$ cat src/design/simd_alu_consts.svh
`ifndef SIMD_ALU_CONSTS_SVH
`define SIMD_ALU_CONSTS_SVH

`define SIMD_ALU_DATA_W   32
`define SIMD_ALU_SHAMT_W  5
`define SIMD_ALU_MUL_LAST 2    // Counter value when the product is taken

// Instruction format byte, ctrl[31:24]
`define ALU_FMT_VOP1  8'h01
`define ALU_FMT_VOP2  8'h02
`define ALU_FMT_VOPC  8'h04
`define ALU_FMT_VOP3A 8'h08

// VOP1 / VOP2 opcodes, ctrl[11:0]
`define ALU_OPC_V_CNDMASK_B32  12'h000
`define ALU_OPC_V_MOV_B32      12'h001
`define ALU_OPC_V_MIN_U32      12'h013
`define ALU_OPC_V_MAX_U32      12'h014
`define ALU_OPC_V_LSHRREV_B32  12'h016
`define ALU_OPC_V_LSHLREV_B32  12'h01A
`define ALU_OPC_V_AND_B32      12'h01B
`define ALU_OPC_V_OR_B32       12'h01C
`define ALU_OPC_V_ADD_I32      12'h025
`define ALU_OPC_V_SUB_I32      12'h026

// Compares, same values in VOPC and VOP3A
`define ALU_OPC_V_CMP_F_I32    12'h080
`define ALU_OPC_V_CMP_LT_I32   12'h081
`define ALU_OPC_V_CMP_EQ_I32   12'h082
`define ALU_OPC_V_CMP_LE_I32   12'h083
`define ALU_OPC_V_CMP_GT_I32   12'h084
`define ALU_OPC_V_CMP_LG_I32   12'h085
`define ALU_OPC_V_CMP_GE_I32   12'h086
`define ALU_OPC_V_CMP_TRU_I32  12'h087
`define ALU_OPC_V_CMP_F_U32    12'h0C0
`define ALU_OPC_V_CMP_LT_U32   12'h0C1
`define ALU_OPC_V_CMP_EQ_U32   12'h0C2
`define ALU_OPC_V_CMP_LE_U32   12'h0C3
`define ALU_OPC_V_CMP_GT_U32   12'h0C4
`define ALU_OPC_V_CMP_LG_U32   12'h0C5
`define ALU_OPC_V_CMP_GE_U32   12'h0C6
`define ALU_OPC_V_CMP_TRU_U32  12'h0C7

// VOP3A only
`define ALU_OPC_V_MIN_U32_VOP3A 12'h113
`define ALU_OPC_V_MAX_U32_VOP3A 12'h114
`define ALU_OPC_V_AND_B32_VOP3A 12'h11B
`define ALU_OPC_V_BFE_U32       12'h148
`define ALU_OPC_V_BFI_B32       12'h14A
`define ALU_OPC_V_MUL_LO_U32    12'h169
`define ALU_OPC_V_MUL_HI_U32    12'h16A

`endif

$ cat src/design/simd_alu_pkg.sv
`include "simd_alu_consts.svh"

package simd_alu_pkg;

  typedef struct packed {
    logic [7:0]  fmt;      // One-hot format code
    logic [11:0] rsvd;
    logic [11:0] opcode;
  } alu_ctrl_t;

  typedef struct packed {
    logic [`SIMD_ALU_DATA_W-1:0] src1;
    logic [`SIMD_ALU_DATA_W-1:0] src2;
    logic [`SIMD_ALU_DATA_W-1:0] src3;
    logic                        vcc;   // Incoming VCC bit of this lane
    logic                        exec;  // Lane enable
    alu_ctrl_t                   ctrl;
  } alu_req_t;

  typedef struct packed {
    logic [`SIMD_ALU_DATA_W-1:0] vgpr_data;
    logic                        vcc;
    logic                        done;
  } alu_rsp_t;

  // Signed and unsigned F, EQ, LG and TRU behave alike and share a value
  typedef enum logic [4:0] {
    OP_NONE,
    OP_MOV,
    OP_ADD,
    OP_SUB,
    OP_AND,
    OP_OR,
    OP_LSHL,
    OP_LSHR,
    OP_MAX,
    OP_MIN,
    OP_CNDMASK,
    OP_CMP_F, OP_CMP_LT_I, OP_CMP_EQ, OP_CMP_LE_I,
    OP_CMP_GT_I, OP_CMP_LG, OP_CMP_GE_I, OP_CMP_TRU,
    OP_CMP_LT_U, OP_CMP_LE_U, OP_CMP_GT_U, OP_CMP_GE_U,
    OP_BFE,
    OP_BFI,
    OP_MUL_LO,
    OP_MUL_HI
  } alu_op_e;

endpackage

$ cat src/design/alu_op_decoder.sv
`timescale 1ns/1ps
`include "simd_alu_consts.svh"

module alu_op_decoder (
  input  logic                    exec,
  input  simd_alu_pkg::alu_ctrl_t ctrl,
  output simd_alu_pkg::alu_op_e   op
);
  import simd_alu_pkg::*;

  // Compare opcodes are shared by the VOPC and VOP3A encodings
  function automatic alu_op_e cmp_op(input logic [11:0] opc);
    alu_op_e res;
    case (opc)
      `ALU_OPC_V_CMP_F_I32,
      `ALU_OPC_V_CMP_F_U32:   res = OP_CMP_F;
      `ALU_OPC_V_CMP_LT_I32:  res = OP_CMP_LT_I;
      `ALU_OPC_V_CMP_EQ_I32,
      `ALU_OPC_V_CMP_EQ_U32:  res = OP_CMP_EQ;
      `ALU_OPC_V_CMP_LE_I32:  res = OP_CMP_LE_I;
      `ALU_OPC_V_CMP_GT_I32:  res = OP_CMP_GT_I;
      `ALU_OPC_V_CMP_LG_I32,
      `ALU_OPC_V_CMP_LG_U32:  res = OP_CMP_LG;
      `ALU_OPC_V_CMP_GE_I32:  res = OP_CMP_GE_I;
      `ALU_OPC_V_CMP_TRU_I32,
      `ALU_OPC_V_CMP_TRU_U32: res = OP_CMP_TRU;
      `ALU_OPC_V_CMP_LT_U32:  res = OP_CMP_LT_U;
      `ALU_OPC_V_CMP_LE_U32:  res = OP_CMP_LE_U;
      `ALU_OPC_V_CMP_GT_U32:  res = OP_CMP_GT_U;
      `ALU_OPC_V_CMP_GE_U32:  res = OP_CMP_GE_U;
      default:                res = OP_NONE;
    endcase
    return res;
  endfunction

  always_comb
  begin
    op = OP_NONE;  // Lane off or unknown pair
    if (exec)
    begin
      case (ctrl.fmt)
        `ALU_FMT_VOP1:
        begin
          if (ctrl.opcode == `ALU_OPC_V_MOV_B32)
            op = OP_MOV;
        end
        `ALU_FMT_VOP2:
        begin
          case (ctrl.opcode)
            `ALU_OPC_V_CNDMASK_B32: op = OP_CNDMASK;
            `ALU_OPC_V_MIN_U32:     op = OP_MIN;
            `ALU_OPC_V_MAX_U32:     op = OP_MAX;
            `ALU_OPC_V_LSHRREV_B32: op = OP_LSHR;
            `ALU_OPC_V_LSHLREV_B32: op = OP_LSHL;
            `ALU_OPC_V_AND_B32:     op = OP_AND;
            `ALU_OPC_V_OR_B32:      op = OP_OR;
            `ALU_OPC_V_ADD_I32:     op = OP_ADD;
            `ALU_OPC_V_SUB_I32:     op = OP_SUB;
            default:                op = OP_NONE;
          endcase
        end
        `ALU_FMT_VOPC:
          op = cmp_op(ctrl.opcode);
        `ALU_FMT_VOP3A:
        begin
          case (ctrl.opcode)
            `ALU_OPC_V_MIN_U32_VOP3A: op = OP_MIN;
            `ALU_OPC_V_MAX_U32_VOP3A: op = OP_MAX;
            `ALU_OPC_V_AND_B32_VOP3A: op = OP_AND;
            `ALU_OPC_V_BFE_U32:       op = OP_BFE;
            `ALU_OPC_V_BFI_B32:       op = OP_BFI;
            `ALU_OPC_V_MUL_LO_U32:    op = OP_MUL_LO;
            `ALU_OPC_V_MUL_HI_U32:    op = OP_MUL_HI;
            default:                  op = cmp_op(ctrl.opcode);  // VOP3A compares
          endcase
        end
        default:
          op = OP_NONE;
      endcase
    end
  end

endmodule

$ cat src/design/alu_int_unit.sv
`timescale 1ns/1ps
`include "simd_alu_consts.svh"

module alu_int_unit (
  input  simd_alu_pkg::alu_op_e          op,
  input  logic [`SIMD_ALU_DATA_W-1:0]    src1,
  input  logic [`SIMD_ALU_DATA_W-1:0]    src2,
  input  logic [`SIMD_ALU_DATA_W-1:0]    src3,
  input  logic                           vcc_in,
  input  logic [2*`SIMD_ALU_DATA_W-1:0]  product,
  input  logic                           mul_done,
  output simd_alu_pkg::alu_rsp_t         rsp
);
  import simd_alu_pkg::*;

  localparam int DW = `SIMD_ALU_DATA_W;
  localparam int SW = `SIMD_ALU_SHAMT_W;

  logic [DW:0]   sum;       // Bit DW is the carry
  logic [DW:0]   diff;      // Bit DW is the borrow
  logic [SW-1:0] sh_amt;
  logic [SW-1:0] bfe_off;
  logic [SW-1:0] bfe_len;
  logic [DW-1:0] bfe_mask;
  logic          lt_s;
  logic          lt_u;
  logic          eq;

  assign sum  = {1'b0, src1} + {1'b0, src2};
  assign diff = {1'b0, src1} - {1'b0, src2};

  assign sh_amt  = src1[SW-1:0];
  assign bfe_off = src2[SW-1:0];
  assign bfe_len = src3[SW-1:0];
  // Length zero selects no bits
  assign bfe_mask = (DW'(1) << bfe_len) - DW'(1);

  assign lt_s = $signed(src1) < $signed(src2);
  assign lt_u = src1 < src2;
  assign eq   = src1 == src2;

  always_comb
  begin
    rsp.vgpr_data = '0;
    rsp.vcc       = vcc_in;           // Untouched unless the op writes VCC
    rsp.done      = (op != OP_NONE);
    case (op)
      OP_MOV:     rsp.vgpr_data = src1;
      OP_ADD:
      begin
        rsp.vgpr_data = sum[DW-1:0];
        rsp.vcc       = sum[DW];
      end
      OP_SUB:
      begin
        rsp.vgpr_data = diff[DW-1:0];
        rsp.vcc       = diff[DW];
      end
      OP_AND:     rsp.vgpr_data = src1 & src2;
      OP_OR:      rsp.vgpr_data = src1 | src2;
      OP_LSHL:    rsp.vgpr_data = src2 << sh_amt;   // Reversed operand order
      OP_LSHR:    rsp.vgpr_data = src2 >> sh_amt;
      OP_MAX:     rsp.vgpr_data = lt_u ? src2 : src1;
      OP_MIN:     rsp.vgpr_data = lt_u ? src1 : src2;
      OP_CNDMASK: rsp.vgpr_data = vcc_in ? src2 : src1;
      OP_CMP_F:    rsp.vcc = 1'b0;
      OP_CMP_LT_I: rsp.vcc = lt_s;
      OP_CMP_EQ:   rsp.vcc = eq;
      OP_CMP_LE_I: rsp.vcc = lt_s | eq;
      OP_CMP_GT_I: rsp.vcc = ~(lt_s | eq);
      OP_CMP_LG:   rsp.vcc = ~eq;
      OP_CMP_GE_I: rsp.vcc = ~lt_s;
      OP_CMP_TRU:  rsp.vcc = 1'b1;
      OP_CMP_LT_U: rsp.vcc = lt_u;
      OP_CMP_LE_U: rsp.vcc = lt_u | eq;
      OP_CMP_GT_U: rsp.vcc = ~(lt_u | eq);
      OP_CMP_GE_U: rsp.vcc = ~lt_u;
      OP_BFE:     rsp.vgpr_data = (src1 >> bfe_off) & bfe_mask;
      OP_BFI:     rsp.vgpr_data = (src1 & src2) | (~src1 & src3);
      OP_MUL_LO:
      begin
        rsp.vgpr_data = product[DW-1:0];
        rsp.done      = mul_done;
      end
      OP_MUL_HI:
      begin
        rsp.vgpr_data = product[2*DW-1:DW];
        rsp.done      = mul_done;
      end
      default:    rsp.vgpr_data = '0;    // OP_NONE
    endcase
  end

endmodule

$ cat src/design/alu_mul_unit.sv
`timescale 1ns/1ps
`include "simd_alu_consts.svh"

module alu_mul_unit (
  input  logic                           clk,
  input  logic                           rst,
  input  simd_alu_pkg::alu_op_e          op,
  input  logic [`SIMD_ALU_DATA_W-1:0]    src1,
  input  logic [`SIMD_ALU_DATA_W-1:0]    src2,
  output logic [2*`SIMD_ALU_DATA_W-1:0]  product,
  output logic                           mul_done
);
  import simd_alu_pkg::*;

  localparam int          DW       = `SIMD_ALU_DATA_W;
  localparam logic [1:0]  MUL_LAST = 2'(`SIMD_ALU_MUL_LAST);

  logic       is_mul;
  logic [1:0] cnt;     // Cycles spent on the held multiply

  assign is_mul = (op == OP_MUL_LO) || (op == OP_MUL_HI);

  // Full unsigned product, forced to zero for other ops
  assign product = is_mul ? ({{DW{1'b0}}, src1} * {{DW{1'b0}}, src2}) : '0;

  always_ff @(posedge clk or posedge rst)
  begin
    if (rst)
      cnt <= 2'd0;
    else if (!is_mul)
      cnt <= 2'd0;                 // Any other op restarts the count
    else if (cnt == MUL_LAST)
      cnt <= 2'd0;                 // Wrap so a held request repeats
    else
      cnt <= cnt + 2'd1;
  end

  assign mul_done = (cnt == MUL_LAST);

endmodule

$ cat src/design/simd_alu.sv
`timescale 1ns/1ps
`include "simd_alu_consts.svh"

module simd_alu (
  input  logic                   clk,
  input  logic                   rst,
  input  simd_alu_pkg::alu_req_t req,
  output simd_alu_pkg::alu_rsp_t rsp
);
  import simd_alu_pkg::*;

  alu_op_e                        op;
  logic [2*`SIMD_ALU_DATA_W-1:0]  product;
  logic                           mul_done;

  alu_op_decoder i_decoder (
    .exec (req.exec),
    .ctrl (req.ctrl),
    .op   (op)
  );

  alu_mul_unit i_mul (
    .clk      (clk),
    .rst      (rst),
    .op       (op),
    .src1     (req.src1),
    .src2     (req.src2),
    .product  (product),
    .mul_done (mul_done)
  );

  alu_int_unit i_int (
    .op       (op),
    .src1     (req.src1),
    .src2     (req.src2),
    .src3     (req.src3),
    .vcc_in   (req.vcc),
    .product  (product),
    .mul_done (mul_done),
    .rsp      (rsp)
  );

endmodule

$ cat config.mk
export PLATFORM = sky130hd
export DESIGN_NAME = simd_alu
export DESIGN_NICKNAME = d
export VERILOG_FILES = /design/src/design/simd_alu_pkg.sv /design/src/design/alu_op_decoder.sv /design/src/design/alu_int_unit.sv /design/src/design/alu_mul_unit.sv /design/src/design/simd_alu.sv
export VERILOG_INCLUDE_DIRS = /design/src /design/src/design
export SDC_FILE = /design/constraint.sdc
export NUM_CORES = 2
export LEC_CHECK = 0
export BUFFER_PORTS_ARGS = -buffer_cell sky130_fd_sc_hd__buf_2
export CAP_MARGIN = 20
export CORE_UTILIZATION = 27
export DETAILED_ROUTE_END_ITERATION = 8
export PLACE_DENSITY = 0.54
export SLEW_MARGIN = 25
export SYNTH_ARGS = -nofsm -noshare
export SYNTH_HDL_FRONTEND = slang
export SYNTH_SLANG_ARGS = --single-unit
$ cat constraint.sdc
create_clock -name clk -period 10.7 [get_ports clk]
set_input_delay 1.07 -clock clk [delete_from_list [all_inputs] [get_ports clk]]
set_output_delay 1.07 -clock clk [all_outputs]
set_load 0.1 [all_outputs]
==> summary.md <==
| Metric | Value |
|---|---|
| Largest net degree at the start of global routing | `61` |
| Drt initial violations | `5220` |
| Post-route clock period utilization | `0.984` |
| PortBufs | `153` |
| Total standard cell area after synthesis | `0.0444 mm2` |
| Gate Count Post-Synth | `5567` |
| Flip-flop count of the largest register, all copies and words added | `2` |
| Final critical-path required period | `10.53 ns` |
| Latest clock arrival within the worst-skew pair | `0.22 ns` |
| Critical path capture point type | `primary output` |
| Initial core utilization | `0.272` |
| Slack of the worst reg-to-reg path | `9.98 ns` |
| Area fraction of the dominant cell type after synthesis | `0.405` |
| Overall overflow remaining after global route | `0` |
| Ratio of cells with drive above 1 in the final layout | `0.139` |
| Clock tree from TritonCTS | `done` |
| Number of placed I/O pins | `166` |
| Worst flop-to-flop path startpoint | `i_mul.cnt[1]` |
| Final WS setup | `0.173 ns` |
| Number of clock sinks | `2` |
| Max-Slew Margin vs Limit | `0.168` |
| Worst hold endpoint | `i_mul.cnt[0]` |
| Total nets after synthesis | `6958` |
| Worst Path Class, Setup | `input pin to primary output` |
| RSZ-0062 raised after global routing | `yes` |
| All-layer global routing usage | `0.278` |
| Count of unresolved DRC violations after routing | `0` |
| Final Routed Wirelength | `235 mm` |
| Vert. Die Dim | `407 um` |
| Count of standard-cell rows | `148` |
| First-pass GRT wire length | `332 mm` |
| Proportion of synthesized chip area in sequential cells | `0.00113` |
| Final-layout fill cell count | `17400` |
| R2r endpoint | `i_mul.cnt[1]` |
| Largest regs | `i_mul.cnt x2` |
| Layout-stage area growth over the synthesis result | `15.8%` |
| DP Worst Slack | `-0.702 ns` |
| Worst hold path class | `flop to flop` |
| Synth top area cells | `sky130_fd_sc_hd__fa_1, sky130_fd_sc_hd__ha_1, sky130_fd_sc_hd__inv_1` |
| Most frequent cells after synthesis | `sky130_fd_sc_hd__inv_1, sky130_fd_sc_hd__fa_1, sky130_fd_sc_hd__nor2_1` |
| Leading area contributor after synthesis | `sky130_fd_sc_hd__fa_1` |
| CTS clk-pin slew, worst paths | `0.03 ns` |
| Number of buffers inserted during clock tree synthesis | `3` |
| Last weighted congestion value of the routability-driven placer | `1.05` |
| Total number of nets in the final design | `7217` |
| Die W | `407 um` |
| Crit path launch | `req[123]` |
| Number of endpoints failing setup at the final stage | `0` |
| Required time of the worst setup path | `9.63 ns` |
| Slew at the pin with the worst max-slew slack | `1.24 ns` |
| WL/cell | `29.4 um` |
| Worst-path fanout max | `6` |
| Max-Cap Viols | `0` |
| Final-report max-slew violation count | `0` |
| Yosys Warn Count | `0` |
| Via count of the first global-routing pass | `43800` |
| Cells on Worst Hold Path | `1` |
| Clk buf depth | `2` |
| Post-DP HPWL | `195 mm` |
| DIE AREA | `0.166 mm2` |
| Core region area | `0.163 mm2` |
| CP Launch Type | `input pin` |
| Routed via count divided by cell count | `5.50` |
| Distinct cells, synth | `107` |
| Critical Path AT | `9.46 ns` |
| Setup Skew | `0.00370 ns` |
| Router iterations before antenna repair | `6` |
| Accumulated negative setup slack | `0 ns` |
| Post-synthesis average cell area | `7.97 um2` |
| Beginning of the worst hold path | `i_mul.cnt[0]` |
| Top-count cell post-synth | `sky130_fd_sc_hd__inv_1` |
| Library cell used as clock root buffer | `sky130_fd_sc_hd__clkbuf_16` |
| Slowest Stage Delay on Critical Path | `0.57 ns` |
| Number of H-tree levels | `1` |
| Slowest cell on crit path | `sky130_fd_sc_hd__fa_1` |
| Proportion of synthesized flip-flops having asynchronous set or reset | `1.00` |
| Highest clock frequency the design can meet | `95.0 MHz` |
| R2R depth | `1` |
| Flops & latches, synth | `2` |
| Antenna violations before repair | `18` |
| Result of the run | `finished, final reports clean` |
| Count of endpoints failing hold in the final timing report | `0` |
| Remaining antenna violation count | `0` |
| Crit-path most repeated cell | `sky130_fd_sc_hd__fa_1` |
| Main synth FF type | `sky130_fd_sc_hd__dfrtp_1` |
| Vias post-DR | `44000` |
| Most flop-heavy register | `i_mul.cnt` |
| EDFF count, synth | `0` |
## cell usage in the layout, fill, tap and decap left out, types with 48 or more instances in the layout
master                    count
sky130_fd_sc_hd__inv_1      968
sky130_fd_sc_hd__fa_1       897
sky130_fd_sc_hd__nor2_1     829
sky130_fd_sc_hd__nand2_1    645
sky130_fd_sc_hd__buf_4      451
sky130_fd_sc_hd__ha_1       359
sky130_fd_sc_hd__a21oi_1    227
sky130_fd_sc_hd__o21ai_0    143
sky130_fd_sc_hd__buf_2      120
sky130_fd_sc_hd__mux2i_1     77
sky130_fd_sc_hd__buf_12      75
sky130_fd_sc_hd__xnor2_1     65
sky130_fd_sc_hd__nor3_1      59
sky130_fd_sc_hd__mux4_2      57
sky130_fd_sc_hd__nand3_1     54
sky130_fd_sc_hd__a21o_1      49
sky130_fd_sc_hd__o22ai_1     48
## repair_timing
action | in CTS | in global routing
resized for setup | 17 | 37
setup buffers | 2 | 9
hold buffers | 0 | 0
pin swaps | 3 | 9
endpoints found under the setup margin | 12 | 20
## worst max path at each step
stage	endpoint	slack (ns)	cells past startpoint
finish	rsp[27]	0.17	31
global route	rsp[27]	-0.03	34
CTS	rsp[27]	0.01	32
detailed placement	rsp[32]	-0.70	29
global placement	rsp[32]	-0.97	28
floorplan	rsp[27]	0.004	30
## critical path: cells and delay by family
kind | cells | cell delay (ns)
adders and majority gates | 9 | 4.26
buffers and inverters | 10 | 1.79
AOI/OAI and AO/OA | 8 | 1.77
and+or+nand+nor | 3 | 0.36
xor gates and xnor gates | 1 | 0.16
## layout make-up
cell class | count | area [um2] | area share
inverters | 993 | 3760 | 0.0732
repair buffers | 652 | 5550 | 0.108
flip-flops and latches | 2 | 50.0 | 0.000973
multi-input cells | 4174 | 39200 | 0.763
clock buffers | 3 | 75.1 | 0.00146
diodes | 7 | 17.5 | 0.000341
well taps | 2175 | 2720 | 0.0529
## stage by stage
stage | util | hold slack, ns | std cells | cell area (um2)
2_1_floorplan | - | 0.404 | 5567 | 44500
3_3_place_gp | 0.313 | 0.415 | 7985 | 51000
3_5_place_dp | 0.313 | 0.419 | 7985 | 51000
4_1_cts | 0.314 | 0.422 | 7990 | 51100
5_1_grt | 0.315 | 0.448 | 7999 | 51400
6_report | 0.316 | 0.418 | 8006 | 51400
## layer usage
layer	GRT usage	up-vias	part of all wire
met5	0	-	0.00027
met4	0.121	10	0.055
met3	0.0560	499	0.10
met2	0.416	2486	0.42
met1	0.385	22700	0.42
li1	-	18300	-
## kinds of logic (layout without fill, tap and decap cells)
logic type | count (synthesis) | count (layout) | synth area share
buf+inv | 1391 | 1648 | 0.120
mux | 142 | 142 | 0.0483
other cells | 0 | 7 | 0
fa+ha+maj | 1259 | 1259 | 0.507
simple gates | 1810 | 1810 | 0.173
xor+xnor | 92 | 92 | 0.0182
compound gates | 871 | 871 | 0.133
flops | 2 | 2 | 0.00113
Power is not shown: default switching activity piles up to over one toggle a cycle in this logic, so the estimate is an artifact.
